## src/logic/ahb_pkg.sv

```systemverilog
`default_nettype none

package ahb_pkg;

  // ****************************************
  // Bus widths
  // ****************************************
  localparam int unsigned ADDR_W = 7;
  localparam int unsigned DATA_W = 32;

  typedef logic [ADDR_W-1:0] addr_t;
  typedef logic [DATA_W-1:0] data_t;

  // ****************************************
  // Transfer and size codes
  // ****************************************
  // HTRANS encoding per AHB-Lite
  typedef enum logic [1:0] {
    IDLE   = 2'b00,
    BUSY   = 2'b01,
    NONSEQ = 2'b10,
    SEQ    = 2'b11
  } htrans_t;

  // Low two bits of HSIZE, doubleword is beyond this slave
  typedef enum logic [1:0] {
    BYTE  = 2'b00,
    HALF  = 2'b01,
    WORD  = 2'b10,
    DWORD = 2'b11
  } hsize_t;

  // Keeps the byte lanes covered by an access of the given size
  function automatic data_t lane_mask(hsize_t size);
    case (size)
      BYTE:    return data_t'(8'hFF);
      HALF:    return data_t'(16'hFFFF);
      default: return '1;
    endcase
  endfunction

endpackage

`default_nettype wire

```

## src/logic/endpoint_pkg.sv

```systemverilog
`default_nettype none

package endpoint_pkg;

  // ****************************************
  // Address map
  // ****************************************
  // Data buffer window spans 0x00 up to here
  localparam ahb_pkg::addr_t BUFFER_TOP   = 7'h3F;
  // Read-only status word, 0x40 to 0x43
  localparam ahb_pkg::addr_t STATUS_ADDR  = 7'h40;
  // Read-only occupancy, 0x44 to 0x45
  localparam ahb_pkg::addr_t OCC_ADDR     = 7'h44;
  // Writable endpoint-to-host transfer size
  localparam ahb_pkg::addr_t TX_SIZE_ADDR = 7'h48;

  // Decoded target of one access
  typedef enum logic [2:0] {
    BUFFER    = 3'd0,
    STATUS    = 3'd1,
    OCCUPANCY = 3'd2,
    TX_SIZE   = 3'd3,
    NONE      = 3'd4
  } region_t;

  // ****************************************
  // Status word bit positions
  // ****************************************
  localparam int unsigned ST_RX_READY  = 0;
  localparam int unsigned ST_RX_ACTIVE = 1;
  localparam int unsigned ST_TX_ACTIVE = 2;
  localparam int unsigned ST_RX_ERROR  = 8;
  localparam int unsigned ST_TX_ERROR  = 9;

  // Register payloads
  typedef logic [6:0] tx_size_t;
  typedef logic [6:0] occ_t;

endpackage

`default_nettype wire

```

## src/logic/slave_access_if.sv

```systemverilog
`timescale 1ns/1ns
`default_nettype none

// One decoded data-phase access, front end to a target
interface slave_access_if;
  import ahb_pkg::*;
  import endpoint_pkg::*;

  // High for the single cycle of a good data phase
  logic    valid;
  logic    write;
  hsize_t  size;
  // Sideband, latched at address phase
  region_t region;
  // Live bus write data, sampled by target at end of data phase
  data_t   wdata;

  modport initiator (
    output valid,
    output write,
    output size,
    output region,
    output wdata
  );

  modport target (
    input valid,
    input write,
    input size,
    input region,
    input wdata
  );

endinterface

`default_nettype wire

```

## src/logic/ahb_endpoint_slave.sv

```systemverilog
`timescale 1ns/1ns
`default_nettype none

module ahb_endpoint_slave (
  input  wire                      tb_clk,
  input  wire                      arst_n_i,
  // AHB-Lite slave side
  input  wire                      hsel_i,
  input  ahb_pkg::addr_t           haddr_i,
  input  ahb_pkg::hsize_t          hsize_i,
  input  ahb_pkg::htrans_t         htrans_i,
  input  wire                      hwrite_i,
  input  ahb_pkg::data_t           hwdata_i,
  output ahb_pkg::data_t           hrdata_o,
  output logic                     hresp_o,
  output logic                     hready_o,
  // Endpoint status and receive data
  input  wire                      rx_data_ready_i,
  input  wire                      rx_transfer_active_i,
  input  wire                      rx_error_i,
  input  wire                      tx_transfer_active_i,
  input  wire                      tx_error_i,
  input  endpoint_pkg::occ_t       buffer_occupancy_i,
  input  ahb_pkg::data_t           rx_data_i,
  // Endpoint control and transmit data
  output logic                     buffer_reserved_o,
  output endpoint_pkg::tx_size_t   tx_packet_data_size_o,
  output logic                     get_rx_data_o,
  output logic                     store_tx_data_o,
  output ahb_pkg::data_t           tx_data_o,
  output ahb_pkg::hsize_t          data_size_o
);

  // Read data back to the front end
  ahb_pkg::data_t regs_rdata;
  ahb_pkg::data_t buf_rdata;

  // Decoded access links
  slave_access_if acc_regs ();
  slave_access_if acc_buf ();

  // ****************************************
  // Bus front end
  // ****************************************
  ahb_lite_front u_front (
    .tb_clk       (tb_clk),
    .arst_n_i     (arst_n_i),
    .hsel_i       (hsel_i),
    .haddr_i      (haddr_i),
    .hsize_i      (hsize_i),
    .htrans_i     (htrans_i),
    .hwrite_i     (hwrite_i),
    .hwdata_i     (hwdata_i),
    .hrdata_o     (hrdata_o),
    .hresp_o      (hresp_o),
    .hready_o     (hready_o),
    .regs_rdata_i (regs_rdata),
    .buf_rdata_i  (buf_rdata),
    .acc_regs     (acc_regs.initiator),
    .acc_buf      (acc_buf.initiator)
  );

  // Status, occupancy and size register
  endpoint_regs u_regs (
    .tb_clk                (tb_clk),
    .arst_n_i              (arst_n_i),
    .rx_data_ready_i       (rx_data_ready_i),
    .rx_transfer_active_i  (rx_transfer_active_i),
    .rx_error_i            (rx_error_i),
    .tx_transfer_active_i  (tx_transfer_active_i),
    .tx_error_i            (tx_error_i),
    .buffer_occupancy_i    (buffer_occupancy_i),
    .rdata_o               (regs_rdata),
    .buffer_reserved_o     (buffer_reserved_o),
    .tx_packet_data_size_o (tx_packet_data_size_o),
    .acc                   (acc_regs.target)
  );

  // Data buffer window
  buffer_port u_buf (
    .tb_clk          (tb_clk),
    .arst_n_i        (arst_n_i),
    .rx_data_i       (rx_data_i),
    .rdata_o         (buf_rdata),
    .get_rx_data_o   (get_rx_data_o),
    .store_tx_data_o (store_tx_data_o),
    .tx_data_o       (tx_data_o),
    .data_size_o     (data_size_o),
    .acc             (acc_buf.target)
  );

endmodule

`default_nettype wire

```

## src/logic/ahb_lite_front.sv

```systemverilog
`timescale 1ns/1ns
`default_nettype none

module ahb_lite_front (
  input  wire                  tb_clk,
  input  wire                  arst_n_i,
  // AHB-Lite slave side
  input  wire                  hsel_i,
  input  ahb_pkg::addr_t       haddr_i,
  input  ahb_pkg::hsize_t      hsize_i,
  input  ahb_pkg::htrans_t     htrans_i,
  input  wire                  hwrite_i,
  input  ahb_pkg::data_t       hwdata_i,
  output ahb_pkg::data_t       hrdata_o,
  output logic                 hresp_o,
  output logic                 hready_o,
  // Read data back from targets
  input  ahb_pkg::data_t       regs_rdata_i,
  input  ahb_pkg::data_t       buf_rdata_i,
  // Decoded accesses
  slave_access_if.initiator    acc_regs,
  slave_access_if.initiator    acc_buf
);
  import ahb_pkg::*;
  import endpoint_pkg::*;

  // Error response sequencer
  typedef enum logic [1:0] {
    ST_OK   = 2'd0,
    ST_ERR1 = 2'd1,
    ST_ERR2 = 2'd2
  } err_state_t;

  err_state_t state_q;
  err_state_t state_d;

  logic    accept;
  logic    illegal;
  region_t region;

  // Data phase copies of the address phase
  logic    dp_valid_q;
  logic    dp_write_q;
  hsize_t  dp_size_q;
  region_t dp_region_q;

  // ****************************************
  // Address phase
  // ****************************************
  // Transfer taken only when selected, active and not stalled
  assign accept = hsel_i && (htrans_i == NONSEQ || htrans_i == SEQ) && hready_o;

  // Address decode
  always_comb begin
    if (haddr_i <= BUFFER_TOP) begin
      region = BUFFER;
    end else if (haddr_i[ADDR_W-1:2] == STATUS_ADDR[ADDR_W-1:2]) begin
      region = STATUS;
    end else if (haddr_i[ADDR_W-1:1] == OCC_ADDR[ADDR_W-1:1]) begin
      region = OCCUPANCY;
    end else if (haddr_i == TX_SIZE_ADDR) begin
      region = TX_SIZE;
    end else begin
      // 0x46, 0x47 and 0x49 upward
      region = NONE;
    end
  end

  // Unallocated, read-only written, or wider than a word
  assign illegal = (region == NONE)
                || (hwrite_i && (region == STATUS || region == OCCUPANCY))
                || (hsize_i == DWORD);

  // Capture for the data phase
  always_ff @(posedge tb_clk or negedge arst_n_i) begin
    if (!arst_n_i) begin
      dp_valid_q  <= 1'b0;
      dp_write_q  <= 1'b0;
      dp_size_q   <= BYTE;
      dp_region_q <= NONE;
    end else begin
      dp_valid_q <= accept && !illegal;
      if (accept) begin
        dp_write_q  <= hwrite_i;
        dp_size_q   <= hsize_i;
        dp_region_q <= region;
      end
    end
  end

  // ****************************************
  // Error response FSM
  // ****************************************
  always_comb begin
    state_d = ST_OK;
    case (state_q)
      // First error cycle always runs into the second
      ST_ERR1: state_d = ST_ERR2;
      default: begin
        if (accept && illegal) begin
          state_d = ST_ERR1;
        end
      end
    endcase
  end

  always_ff @(posedge tb_clk or negedge arst_n_i) begin
    if (!arst_n_i) begin
      state_q <= ST_OK;
    end else begin
      state_q <= state_d;
    end
  end

  // Stall only in the first error cycle
  assign hready_o = (state_q != ST_ERR1);
  assign hresp_o  = (state_q != ST_OK);

  // ****************************************
  // Data phase
  // ****************************************
  // Exactly one target sees valid
  assign acc_buf.valid   = dp_valid_q && (dp_region_q == BUFFER);
  assign acc_buf.write   = dp_write_q;
  assign acc_buf.size    = dp_size_q;
  assign acc_buf.region  = dp_region_q;
  assign acc_buf.wdata   = hwdata_i;

  assign acc_regs.valid  = dp_valid_q && (dp_region_q != BUFFER);
  assign acc_regs.write  = dp_write_q;
  assign acc_regs.size   = dp_size_q;
  assign acc_regs.region = dp_region_q;
  assign acc_regs.wdata  = hwdata_i;

  // Read data steering, zero outside a good read
  always_comb begin
    hrdata_o = '0;
    if (dp_valid_q && !dp_write_q) begin
      if (dp_region_q == BUFFER) begin
        hrdata_o = buf_rdata_i;
      end else begin
        hrdata_o = regs_rdata_i;
      end
    end
  end

endmodule

`default_nettype wire

```

## src/logic/buffer_port.sv

```systemverilog
`timescale 1ns/1ns
`default_nettype none

module buffer_port (
  input  wire               tb_clk,
  input  wire               arst_n_i,
  // Head word of the external buffer
  input  ahb_pkg::data_t    rx_data_i,
  output ahb_pkg::data_t    rdata_o,
  // Strobes toward the buffer
  output logic              get_rx_data_o,
  output logic              store_tx_data_o,
  output ahb_pkg::data_t    tx_data_o,
  output ahb_pkg::hsize_t   data_size_o,
  slave_access_if.target    acc
);
  import ahb_pkg::*;

  logic   store_q;
  data_t  tx_data_q;
  hsize_t data_size_q;
  data_t  mask;

  // Lanes kept for this access size
  assign mask = lane_mask(acc.size);

  // ****************************************
  // Transmit path
  // ****************************************
  // Strobe in the cycle after the write data phase
  always_ff @(posedge tb_clk or negedge arst_n_i) begin
    if (!arst_n_i) begin
      store_q <= 1'b0;
    end else begin
      store_q <= acc.valid && acc.write;
    end
  end

  // Payload held only while a write lands
  always_ff @(posedge tb_clk) begin
    if (acc.valid && acc.write) begin
      tx_data_q   <= acc.wdata & mask;
      data_size_q <= acc.size;
    end
  end

  assign store_tx_data_o = store_q;
  assign tx_data_o       = tx_data_q;
  assign data_size_o     = data_size_q;

  // ****************************************
  // Receive path
  // ****************************************
  // Pop during the read data phase, FWFT head already present
  assign get_rx_data_o = acc.valid && !acc.write;
  assign rdata_o       = rx_data_i & mask;

endmodule

`default_nettype wire

```

## src/logic/endpoint_regs.sv

```systemverilog
`timescale 1ns/1ns
`default_nettype none

module endpoint_regs (
  input  wire                      tb_clk,
  input  wire                      arst_n_i,
  // Endpoint status
  input  wire                      rx_data_ready_i,
  input  wire                      rx_transfer_active_i,
  input  wire                      rx_error_i,
  input  wire                      tx_transfer_active_i,
  input  wire                      tx_error_i,
  input  endpoint_pkg::occ_t       buffer_occupancy_i,
  // Register side
  output ahb_pkg::data_t           rdata_o,
  output logic                     buffer_reserved_o,
  output endpoint_pkg::tx_size_t   tx_packet_data_size_o,
  slave_access_if.target           acc
);
  import ahb_pkg::*;
  import endpoint_pkg::*;

  tx_size_t tx_size_q;
  // Sampled and delayed copies of tx activity
  logic     tx_active_s_q;
  logic     tx_active_d_q;
  logic     tx_done;
  data_t    status_word;

  // ****************************************
  // Transfer size register
  // ****************************************
  // Falling edge, one cycle after sampling
  assign tx_done = tx_active_d_q && !tx_active_s_q;

  always_ff @(posedge tb_clk or negedge arst_n_i) begin
    if (!arst_n_i) begin
      tx_active_s_q <= 1'b0;
      tx_active_d_q <= 1'b0;
    end else begin
      tx_active_s_q <= tx_transfer_active_i;
      tx_active_d_q <= tx_active_s_q;
    end
  end

  always_ff @(posedge tb_clk or negedge arst_n_i) begin
    if (!arst_n_i) begin
      tx_size_q <= '0;
    end else if (acc.valid && acc.write) begin
      // Only the size register is writable here
      // A new size wins over a clear in the same cycle
      tx_size_q <= acc.wdata[6:0];
    end else if (tx_done) begin
      tx_size_q <= '0;
    end
  end

  assign tx_packet_data_size_o = tx_size_q;
  // Buffer held for the host while a size is pending
  assign buffer_reserved_o     = (tx_size_q != '0);

  // ****************************************
  // Read mux
  // ****************************************
  // Live status, not registered
  always_comb begin
    status_word               = '0;
    status_word[ST_RX_READY]  = rx_data_ready_i;
    status_word[ST_RX_ACTIVE] = rx_transfer_active_i;
    status_word[ST_TX_ACTIVE] = tx_transfer_active_i;
    status_word[ST_RX_ERROR]  = rx_error_i;
    status_word[ST_TX_ERROR]  = tx_error_i;
  end

  always_comb begin
    case (acc.region)
      STATUS:    rdata_o = status_word;
      OCCUPANCY: rdata_o = data_t'(buffer_occupancy_i);
      TX_SIZE:   rdata_o = data_t'(tx_size_q);
      default:   rdata_o = '0;
    endcase
  end

endmodule

`default_nettype wire

```

## config.mk

```make
export PLATFORM = sky130hd
export DESIGN_NAME = ahb_endpoint_slave
export DESIGN_NICKNAME = d
export VERILOG_FILES = /design/src/logic/ahb_pkg.sv /design/src/logic/endpoint_pkg.sv /design/src/logic/slave_access_if.sv /design/src/logic/ahb_endpoint_slave.sv /design/src/logic/ahb_lite_front.sv /design/src/logic/buffer_port.sv /design/src/logic/endpoint_regs.sv
export SDC_FILE = /design/constraint.sdc
export NUM_CORES = 1
export LEC_CHECK = 0
export ABC_CLOCK_PERIOD_IN_PS = 4200
export BUFFER_PORTS_ARGS = -buffer_cell sky130_fd_sc_hd__buf_2
export CELL_PAD_IN_SITES_DETAIL_PLACEMENT = 0
export CELL_PAD_IN_SITES_GLOBAL_PLACEMENT = 1
export CORE_MARGIN = 5
export CORE_UTILIZATION = 30
export CTS_CLUSTER_SIZE = 28
export DETAILED_ROUTE_END_ITERATION = 12
export GPL_TIMING_DRIVEN = 1
export HOLD_SLACK_MARGIN = 0.08
export PLACE_DENSITY_LB_ADDON = 0.1
export SYNTH_ARGS = -nofsm -noshare
export SYNTH_HDL_FRONTEND = slang
export SYNTH_SLANG_ARGS = --single-unit
```

## constraint.sdc

```tcl
create_clock -name tb_clk -period 4.2 [get_ports tb_clk]
set_clock_uncertainty 0.1 [all_clocks]
set_input_delay 0.21 -clock tb_clk [delete_from_list [all_inputs] [get_ports tb_clk]]
set_output_delay 0.21 -clock tb_clk [all_outputs]
set_load 0.02 [all_outputs]
```

==> results.toml, run 1 <==
[run_status]
outcome = "finished clean"

[grt]
groute.usage.overall_pct = 14.26
antenna_found_initial = 0
grt_max_degree = 36
grt_overflow = 0
grt_pass1_vias = 2141
grt_pass1_wl_um = 11350

[clock_tree]
h-tree-depth = 2
cts_tree = "done"
clock_sinks = 53
cts_max_path_buffers = 2
insertion_delay_ns = 0.30
post_cts_buffers = 0
path_clk_slew_ns = 0.09
cts_made_buffers = 5
cts-root-buf = "clkbuf_8"

[floorplan]
fp.dieH_um = 99.70
core_um2 = 7767
die_area_um2 = 9939
ios = 169
initial_core_util_pct = 31.07
num_rows = 32
die_x_um = 99.70

[timing]
finalSetupViolCount = 0
slew_viol_final = 0
min_period_ns = 2.527
clock.fmax_ghz = 0.3957
worst_slack_ns = 1.673
timing.hold.ws_ns = 0.08642
finalSetupTns_ns = 0
grt_setup_unrepaired = "no"
relSlewSlack_pct = 35.06
finalHoldViolCount = 0
worst_slew_pin_slew_ns = 0.9717
period_share_pct = 60.17

[placed_design]
numPortBuffers = 167
place_area_um2 = 3338
hpwl_um = 5700
gp_congestion = 0.7939
pre_cts_slack_ns = 1.762
dp.cells = 464

[final_layout]
final_common_cell = "buf_2"
layout_common_cells = "buf_2 (167), and2_1 (41), edfxtp_1 (34)"
finish.net_count = 482
antennaDiodeCount = 0
drive_above_1_share_pct = 47.45
fin_util_pct = 46.89
design_area_um2 = 3642
syn_to_final_growth_pct = 50.91
final_cells = 494

[detailed_routing]
via_per_inst = 4.472
ant_nets = 0
drtIter0Drc = 45
drc = 0
wl_per_cell_um = 14.81
vias = 2209
totalWireLength_um = 7315
first_pass_iters = 4

[critical_path]
r2r_end = "u_buf.data_size_o[1]"
arrival_ns = 2.22
cp_max_fo = 16
critical_path_class = "reg -> out"
worstRegToRegCells = 2
cp_slowest_cell = "dfrtp_1"
cp.buffers_inverters = 1
worstPathRequired_ns = 3.89
cp.depth = 4
startpoint_type = "flop"
setup.worst_path.end = "hrdata_o[31]"
cp_top_family = "simple AND/OR/NAND/NOR gates"
r2r_slack_ns = 1.80
cp_slowest_stage_delay_ns = 0.61
critPathLaunch = "u_front.acc_buf.region[0]"
worstPathCellList = "or3_4, nor3_4, and2_1, buf_2"
end_kind = "output port"
reg2reg_from = "u_front.acc_buf.region[0]"

[power]
power_density_nw_per_um2 = 296.6
vdd_ir_drop_max_mv = 0.1328
p_leak_nw = 1.790
finalPower_mw = 1.080

[synthesis]
ys_warn_count = 0
yosysSeqAreaShare_pct = 62.05
syn_nets = 293
synthesis.area_um2 = 2414
synthCells = 202
ys_ff_latch = 53
synth_cell_types = 32
syn_area_per_cell_um2 = 11.95

[min_path]
min_path_type = "in -> reg"

[job]
drv_cap = 0
## Yosys cell counts, drive strengths merged
cell    instances  area, um2
a21oi           3      15.01
nor3b           2      15.01
and3            7      43.79
nor2            7      33.78
clkbuf          3      11.26
or2             2      12.51
mux2            6      67.56
nand4           1      6.260
nor3            2      21.27
mux2i           5      50.05
o21ai           7      35.03
nor4            3      18.77
buf             4      35.03
a22o            6      52.55
nand3b          1      7.510
a31oi           1      6.260
dfstp           1      26.28
o41ai           2      17.52
edfxtp         34       1021
nand3           9      45.04
and2           41      256.5
nand2          27      101.4
dfrtp          18      450.4
nor2b           3      18.77
inv             2      7.510
nand2b          3      18.77
o21a            1      7.510
or3             1      11.26
## kinds of logic (layout without fill, tap and decap cells)
logic type             count (synthesis)  in the layout  synth area share, %
and+or+nand+nor                      109            109                25.30
DFF                                   53             53                62.05
AOI/OAI and AO/OA                     20             20                5.547
muxes                                 11             11                4.873
buffers and inverters                  9            199                2.229
## area by class of cell
cell class | instances | area [um2]
Clock buffer | 7 | 76.32
Multi-Input combinational cell | 140 | 869.6
Sequential cell | 53 | 1498
Fill cell | 779 | 4125
Inverter | 2 | 7.507
Timing Repair Buffer | 189 | 1056
Clock inverter | 1 | 7.507
Tap cell | 102 | 127.6
## flip-flops by register name, summed over array words and instances, names as in the netlist
register and flops:
u_regs.tx_active_d_q 1, u_front.dp_valid_q 1, u_front.acc_buf.write 1, u_buf.data_size_o 2, u_buf.tx_data_o 32, u_buf.store_tx_data_o 1, u_regs.tx_active_s_q 1, u_front.state_q 2
u_front.acc_buf.region 3, u_regs.tx_packet_data_size_o 7, u_front.acc_buf.size 2
## worst min-delay path by stage
stage               cells after the start                    end  slack, ns         start
detailed placement                      1     u_front.state_q[0]       0.09      arst_n_i
global route                            2     u_buf.tx_data_o[8]       0.08   hwdata_i[8]
floorplan                               0  u_buf.store_tx_data_o      -0.19      arst_n_i
global placement                        1     u_front.state_q[1]       0.08      arst_n_i
CTS                                     2    u_buf.tx_data_o[27]       0.08  hwdata_i[27]
finish                                  2    u_buf.tx_data_o[17]       0.09  hwdata_i[17]
## report_power, final
group	total (mW)	internal [mW]	switching [mW]
clock network	0.281	0.118	0.163
logic	0.192	0.0951	0.0966
registers	0.607	0.584	0.0231
## what timing repair did
action,CTS,global route
endpoints found under the hold margin,42,3
resized for setup,0,0
hold buffers,19,3
## layer usage
| metal | routed length, um | part of all wire (%) | track usage [%] | up-vias |
|---|---|---|---|---|
| met3 | 572 | 7.8 | 3.857 | 8 |
| met2 | 3606 | 49 | 23.65 | 96 |
| met1 | 3035 | 41 | 18.42 | 1022 |
| li1 | - | - | - | 1083 |
| met4 | 101 | 1.4 | 3.676 | 0 |
| met5 | 0 | 0 | 0 | - |
Note: power is estimated with default switching activity, not from simulation.
==> run 2, diff against run 1 <==
--- a/config.mk
+++ b/config.mk
@@ -5,12 +5,13 @@
 export SDC_FILE = /design/constraint.sdc
 export NUM_CORES = 1
 export LEC_CHECK = 0
-export ABC_CLOCK_PERIOD_IN_PS = 4200
+export ABC_AREA = 1
+export ABC_CLOCK_PERIOD_IN_PS = 2350
 export BUFFER_PORTS_ARGS = -buffer_cell sky130_fd_sc_hd__buf_2
 export CELL_PAD_IN_SITES_DETAIL_PLACEMENT = 0
 export CELL_PAD_IN_SITES_GLOBAL_PLACEMENT = 1
 export CORE_MARGIN = 5
-export CORE_UTILIZATION = 30
+export CORE_UTILIZATION = 29
 export CTS_CLUSTER_SIZE = 28
 export DETAILED_ROUTE_END_ITERATION = 12
 export GPL_TIMING_DRIVEN = 1
==> constraint.sdc (replaced) <==
create_clock -name tb_clk -period 2.35 [get_ports tb_clk]
set_clock_uncertainty 0.1 [all_clocks]
set_input_delay 0.1175 -clock tb_clk [delete_from_list [all_inputs] [get_ports tb_clk]]
set_output_delay 0.1175 -clock tb_clk [all_outputs]
set_load 0.02 [all_outputs]
==> run 2 against run 1 <==
Critical path depth rose by 3. Sequential cell count did not move. Largest power group unchanged. Clock-buffer cell count did not move. Global-route usage rose by 0.077 points. Worst setup slack got worse by 1.3 ns. Die area rose by 8.0%. Utilization fell by 0.77 points. Power rose by 82%.
==> results.toml, run 2 <==
[placed_design]
numPortBuffers = 167
place_area_um2 = 3528
gp_congestion = 0.7282
hpwl_um = 5991

[clock_tree]
ctsHoldBuffers = 37
cts.repair.resized = 0
cts_max_path_buffers = 2
path_clk_slew_ns = 0.10
clock_sinks = 53
cts_made_buffers = 5
h-tree-depth = 2
cts-root-buf = "clkbuf_8"
insertion_delay_ns = 0.30
cts_tree = "done"
post_cts_buffers = 0

[synthesis]
synth_top_cell_area_share_pct = 40.20
syn_nets = 378
yosysMostFrequentCell = "nand2_1"
ys_ff_latch = 53
ys_warn_count = 0
synth_area_leaders = "edfxtp_1 (40%), dfrtp_1 (18%), nand2_1 (11%), inv_1 (10%), nor2_1 (4.7%)"
synthArstFlopShare_pct = 35.85
synth_top_area_cell = "edfxtp_1"
synth_ff_type = "edfxtp_1"
synthCells = 287
ys_top_cells_by_count = "nand2_1 (72), inv_1 (68), edfxtp_1 (34)"
synth_cell_types = 26
yosysSeqAreaShare_pct = 58.97
syn_area_per_cell_um2 = 8.850
synth-edff-count = 34
synthesis.area_um2 = 2540

[grt]
grt_pass1_vias = 2562
grt_pass1_wl_um = 12630
grt_overflow = 0
groute.usage.overall_pct = 14.34
antenna_found_initial = 0
grt_max_degree = 25

[final_layout]
finish.net_count = 590
syn_to_final_growth_pct = 56.80
antennaDiodeCount = 0
largest_reg_flops = 32
layout_common_cells = "buf_2 (167), nand2_1 (72), inv_1 (68)"
drive_above_1_share_pct = 40.60
design_area_um2 = 3983
fillCellCount = 916
final_common_cell = "buf_2"

[critical_path]
cp_slowest_stage_delay_ns = 0.42
critPathLaunch = "u_front.acc_buf.region[1]"
worstPathRequired_ns = 2.13
arrival_ns = 1.75
r2r_slack_ns = 0.72
critical_path_class = "reg -> out"
cp_slowest_cell = "dfrtp_1"
end_kind = "output port"
worstPathCellList = "inv_1, nor3_2, nand2_1, nand3_1, nand2_1, nand2_1, buf_2"
reg2reg_from = "u_front.acc_buf.region[1]"
crit_top_cell = "nand2_1"
cp_top_family = "simple AND/OR/NAND/NOR gates"
cp_max_fo = 7
cp.buffers_inverters = 2
startpoint_type = "flop"

[detailed_routing]
drc = 0
via_per_inst = 4.215
drtIter0Drc = 87
vias = 2563
wl_per_cell_um = 12.87
first_pass_iters = 5
totalWireLength_um = 7827
ant_nets = 0

[job]
drv_cap = 0

[timing]
clock.fmax_ghz = 0.5094
min_period_ns = 1.963
worst_slew_pin_slew_ns = 0.5276
relSlewSlack_pct = 64.63
grt_setup_unrepaired = "no"
finalHoldViolCount = 0
period_share_pct = 83.54
finalSetupTns_ns = 0
slew_viol_final = 0
finalSetupViolCount = 0
timing.hold.ws_ns = 0.1065

[floorplan]
fp.dieH_um = 103.6
core_um2 = 8636
die_area_um2 = 10730
die_x_um = 103.6
num_rows = 34
ios = 169
initial_core_util_pct = 29.41

[run_status]
outcome = "finished clean"

[power]
vdd_ir_drop_max_mv = 0.2515
power_density_nw_per_um2 = 492.4
p_leak_nw = 2.212

[min_path]
min_path_type = "in -> reg"
min_from = "haddr_i[6]"
==> run 2: cell types whose count changed in the layout (fill, tap and decap cells not counted), moves of 7 or more <==
cell           before  now
nor2_1              5   31
o22ai_1             0    7
and2_1             41    0
nand2_1            27   72
and3_1              7    0
inv_1               2   68
nor2_2              0   12
dlygate4sd3_1      22   37
==> run 2: layout make-up <==
cell class / instances / area [um2] / area share (%)
Clock buffer: 7 / 76.32 / 1.916
Clock inverter: 1 / 7.507 / 0.1885
Inverter: 71 / 266.5 / 6.692
Multi-Input combinational cell: 160 / 763.2 / 19.16
Sequential cell: 53 / 1498 / 37.61
Tap cell: 108 / 135.1 / 3.393
Timing Repair Buffer: 208 / 1236 / 31.04
==> run 2: cell families after synthesis <==
| group | after synthesis | share of synthesized area (%) |
|---|---|---|
| buffers and inverters | 74 | 11.28 |
| AO/OA/AOI/OAI | 20 | 4.630 |
| AND/OR/NAND/NOR | 140 | 25.12 |
| flip-flops | 53 | 58.97 |
==> run 2: worst min-delay path, cell delays in order <==
cell and delay [ns]:
buf_2 0.11, inv_1 0.06, a21oi_1 0.04, nand3_1 0.09, o21ai_0 0.08
==> run 2: per-layer routing <==
metal  share of wire (%)  global-route usage, %  up-vias
li1                    -                      -     1304
met4                 1.4                  3.749        0
met3                 7.1                  3.918        7
met5                   0                      0        -
met1                  41                  16.58     1147
met2                  50                  25.91      105
==> run 2: power breakdown <==
| group | total [mW] | switching, mW | internal [mW] | leakage [nW] |
|---|---|---|---|---|
| clock network | 0.504 | 0.293 | 0.212 | 0.0385 |
| registers | 1.06 | 0.0251 | 1.04 | 0.561 |
| logic | 0.396 | 0.225 | 0.170 | 1.61 |
==> run 2: final timing paths <==
path	to	cells past startpoint
worst max-delay path	hrdata_o[0]	7
worst min-delay path	u_front.acc_buf.region[2]	5
worst max register to register	u_buf.tx_data_o[11]	4
worst min register to register	u_regs.tx_active_d_q	0
max in group asynchronous	u_front.acc_buf.region[2]	2
min in group asynchronous	u_front.state_q[0]	2
==> run 2: through the flow <==
stage	setup slack (ns)	power, mW	util [%]	instances
after floorplan	0.2370	1.270	-	287
after CTS	0.3449	1.991	46.12	608
after detailed placement	0.6956	1.435	40.86	563
after global placement	0.6932	1.429	40.86	563
final	0.3868	1.961	46.12	608
after global routing	0.1904	2.068	46.12	608
==> run 3, diff against run 2 <==
--- a/config.mk
+++ b/config.mk
@@ -6,12 +6,12 @@
 export NUM_CORES = 1
 export LEC_CHECK = 0
 export ABC_AREA = 1
-export ABC_CLOCK_PERIOD_IN_PS = 2350
+export ABC_CLOCK_PERIOD_IN_PS = 1600
 export BUFFER_PORTS_ARGS = -buffer_cell sky130_fd_sc_hd__buf_2
 export CELL_PAD_IN_SITES_DETAIL_PLACEMENT = 0
 export CELL_PAD_IN_SITES_GLOBAL_PLACEMENT = 1
 export CORE_MARGIN = 5
-export CORE_UTILIZATION = 29
+export CORE_UTILIZATION = 26
 export CTS_CLUSTER_SIZE = 28
 export DETAILED_ROUTE_END_ITERATION = 12
 export GPL_TIMING_DRIVEN = 1
==> constraint.sdc (replaced) <==
create_clock -name tb_clk -period 1.6 [get_ports tb_clk]
set_clock_uncertainty 0.1 [all_clocks]
set_input_delay 0.08 -clock tb_clk [delete_from_list [all_inputs] [get_ports tb_clk]]
set_output_delay 0.08 -clock tb_clk [all_outputs]
set_load 0.02 [all_outputs]
==> run 3 against run 2 <==
The flow now finishes with violations (negative setup slack). Clock-buffer cell count fell by 1. Combinational power rose by 75%. Wire length rose by 2.3%. Final cell count rose by 6.7%. Critical path type unchanged. Critical endpoint is now hrdata_o[12]. Highest routed layer unchanged.
==> results.toml, run 3 (synthesis results as in run 2) <==
[placed_design]
hpwl_um = 6169
gp_congestion = 0.7441
place_area_um2 = 3652
numPortBuffers = 167

[floorplan]
initial_core_util_pct = 26.35
fp.dieH_um = 108.8
die_area_um2 = 11850
num_rows = 36
die_x_um = 108.8
ios = 169
core_um2 = 9639

[final_layout]
layout_common_cells = "buf_2 (136), nand2_1 (69), inv_1 (65)"
multi_input_area_um2 = 882.1
antennaDiodeCount = 0
fillCellCount = 1016
regArea_um2 = 1498
finish.net_count = 606
syn_to_final_growth_pct = 73.25
design_area_um2 = 4400
final_common_cell = "buf_2"
largest_reg_flops = 32
drive_above_1_share_pct = 45.54

[clock_tree]
insertion_delay_ns = 0.30
cts_made_buffers = 5
cts_max_path_buffers = 2
h-tree-depth = 2
clock_sinks = 53
cts_tree = "done"
path_clk_slew_ns = 0.09
cts-root-buf = "clkbuf_8"

[critical_path]
cp.buffers_inverters = 2
cp_top_family = "simple AND/OR/NAND/NOR gates"
end_kind = "output port"
worstPathRequired_ns = 1.42
arrival_ns = 1.56
cp_slowest_cell = "dfrtp_1"
r2r_slack_ns = -0.03
worstPathCellList = "nor2_4, nand2_4, nor2_8, inv_2, nor2_1, buf_4"
worstRegToRegCells = 6
r2r_end = "u_buf.tx_data_o[28]"
cp_max_fo = 7
cp_slowest_stage_delay_ns = 0.43
startpoint_type = "flop"
critical_path_class = "reg -> out"
reg2reg_from = "u_front.acc_buf.region[1]"

[detailed_routing]
first_pass_iters = 4
vias = 2560
via_per_inst = 3.945
drc = 0
ant_nets = 0
totalWireLength_um = 8006
wl_per_cell_um = 12.34
drtIter0Drc = 92

[timing]
min_period_ns = 1.740
worst_slew_pin_slew_ns = 0.4555
slew_viol_final = 0
worst_slack_ns = -0.1405
finalHoldViolCount = 0
clock.fmax_ghz = 0.5746
finalSetupViolCount = 52
grt_setup_unrepaired = "yes"
finalSetupTns_ns = -3.578
relSlewSlack_pct = 69.63
period_share_pct = 108.8

[job]
drv_cap = 0

[power]
finalPower_mw = 2.999
p_leak_nw = 2.314
power_density_nw_per_um2 = 681.6
vdd_ir_drop_max_mv = 0.3386

[min_path]
min_from = "haddr_i[4]"
whs_endpoint = "u_front.acc_buf.region[1]"
min_path_cells = 6
min_path_type = "in -> reg"

[run_status]
outcome = "finished, violations left"
violations = "negative setup slack"

[grt]
grt_pass1_vias = 2488
grt_pass1_wl_um = 12030
grt_overflow = 0
grt_max_degree = 21
antenna_found_initial = 0
groute.usage.overall_pct = 12.86
==> run 3: changes by cell type in the layout (fill, tap and decap cells not counted), sizes merged <==
cell         before  now
clkinv            0    1
nand2            74   75
buf             171  185
clkbuf            7    6
clkinvlp          1    0
dlygate4sd3      37   38
inv              71   72
==> run 3: how the worst max path moves through the flow <==
stage,from,endpoint,cells past startpoint
global route,u_front.dp_valid_q,hrdata_o[12],7
global placement,u_front.acc_buf.region[1],hrdata_o[16],6
detailed placement,u_front.acc_buf.region[1],hrdata_o[19],6
CTS,u_front.acc_buf.region[1],hrdata_o[11],6
floorplan,u_front.acc_buf.region[1],u_buf.data_size_o[0],3
finish,u_front.acc_buf.region[1],hrdata_o[12],6
==> run 3: area by class of cell <==
class / instances / share of cell area (%)
flip-flops and latches: 53 / 34.03
clock buffers: 6 / 1.649
well taps: 133 / 3.782
repair buffers: 223 / 34.06
inverters: 71 / 6.113
multi-input cells: 161 / 20.05
clock inverters: 2 / 0.3128
==> run 3: where the power goes <==
group | leakage, nW | switching, mW | internal [mW] | total, mW
logic | 1.71 | 0.377 | 0.317 | 0.694
clock network | 0.0456 | 0.435 | 0.313 | 0.748
registers | 0.561 | 0.0358 | 1.52 | 1.56
total | 2.31 | 0.848 | 2.15 | 3.00
==> run 3: worst reg2reg max path: stages (launching register included) <==
cell	delay [ns]
dfrtp_1	0.43
nor2_4	0.13
nand2_4	0.10
buf_6	0.13
buf_6	0.11
nor2_4	0.15
buf_12	0.19
==> run 3: through the flow <==
| stage | worst slack, ns | util [%] | std cells | hold WS (ns) |
|---|---|---|---|---|
| 2_1_floorplan | -0.1284 | - | 287 | -0.3156 |
| 3_3_place_gp | 0.1344 | 37.89 | 597 | -0.04102 |
| 3_5_place_dp | 0.1200 | 37.89 | 597 | -0.04314 |
| 4_1_cts | -0.1363 | 44.59 | 648 | 0.1079 |
| 5_1_grt | -0.2458 | 45.65 | 649 | 0.1410 |
| 6_report | -0.1405 | 45.65 | 649 | 0.1207 |
==> run 3: metal layers <==
metal  track usage [%]  vias up  part of all wire [%]
li1                  -     1332                     -
met1             15.84     1139                    41
met2             22.82       79                    52
met3             2.664       10                   5.5
met4             3.427        0                   1.6
met5                 0        -                     0
==> run 3: timing repair <==
item	in CTS	in global routing
endpoints found under the setup margin	32	34
pin swaps	6	2
hold buffers	38	0
gates cloned	1	0
buffers inserted	4	1
resized for setup	46	27
hold endpoints to repair	66	0
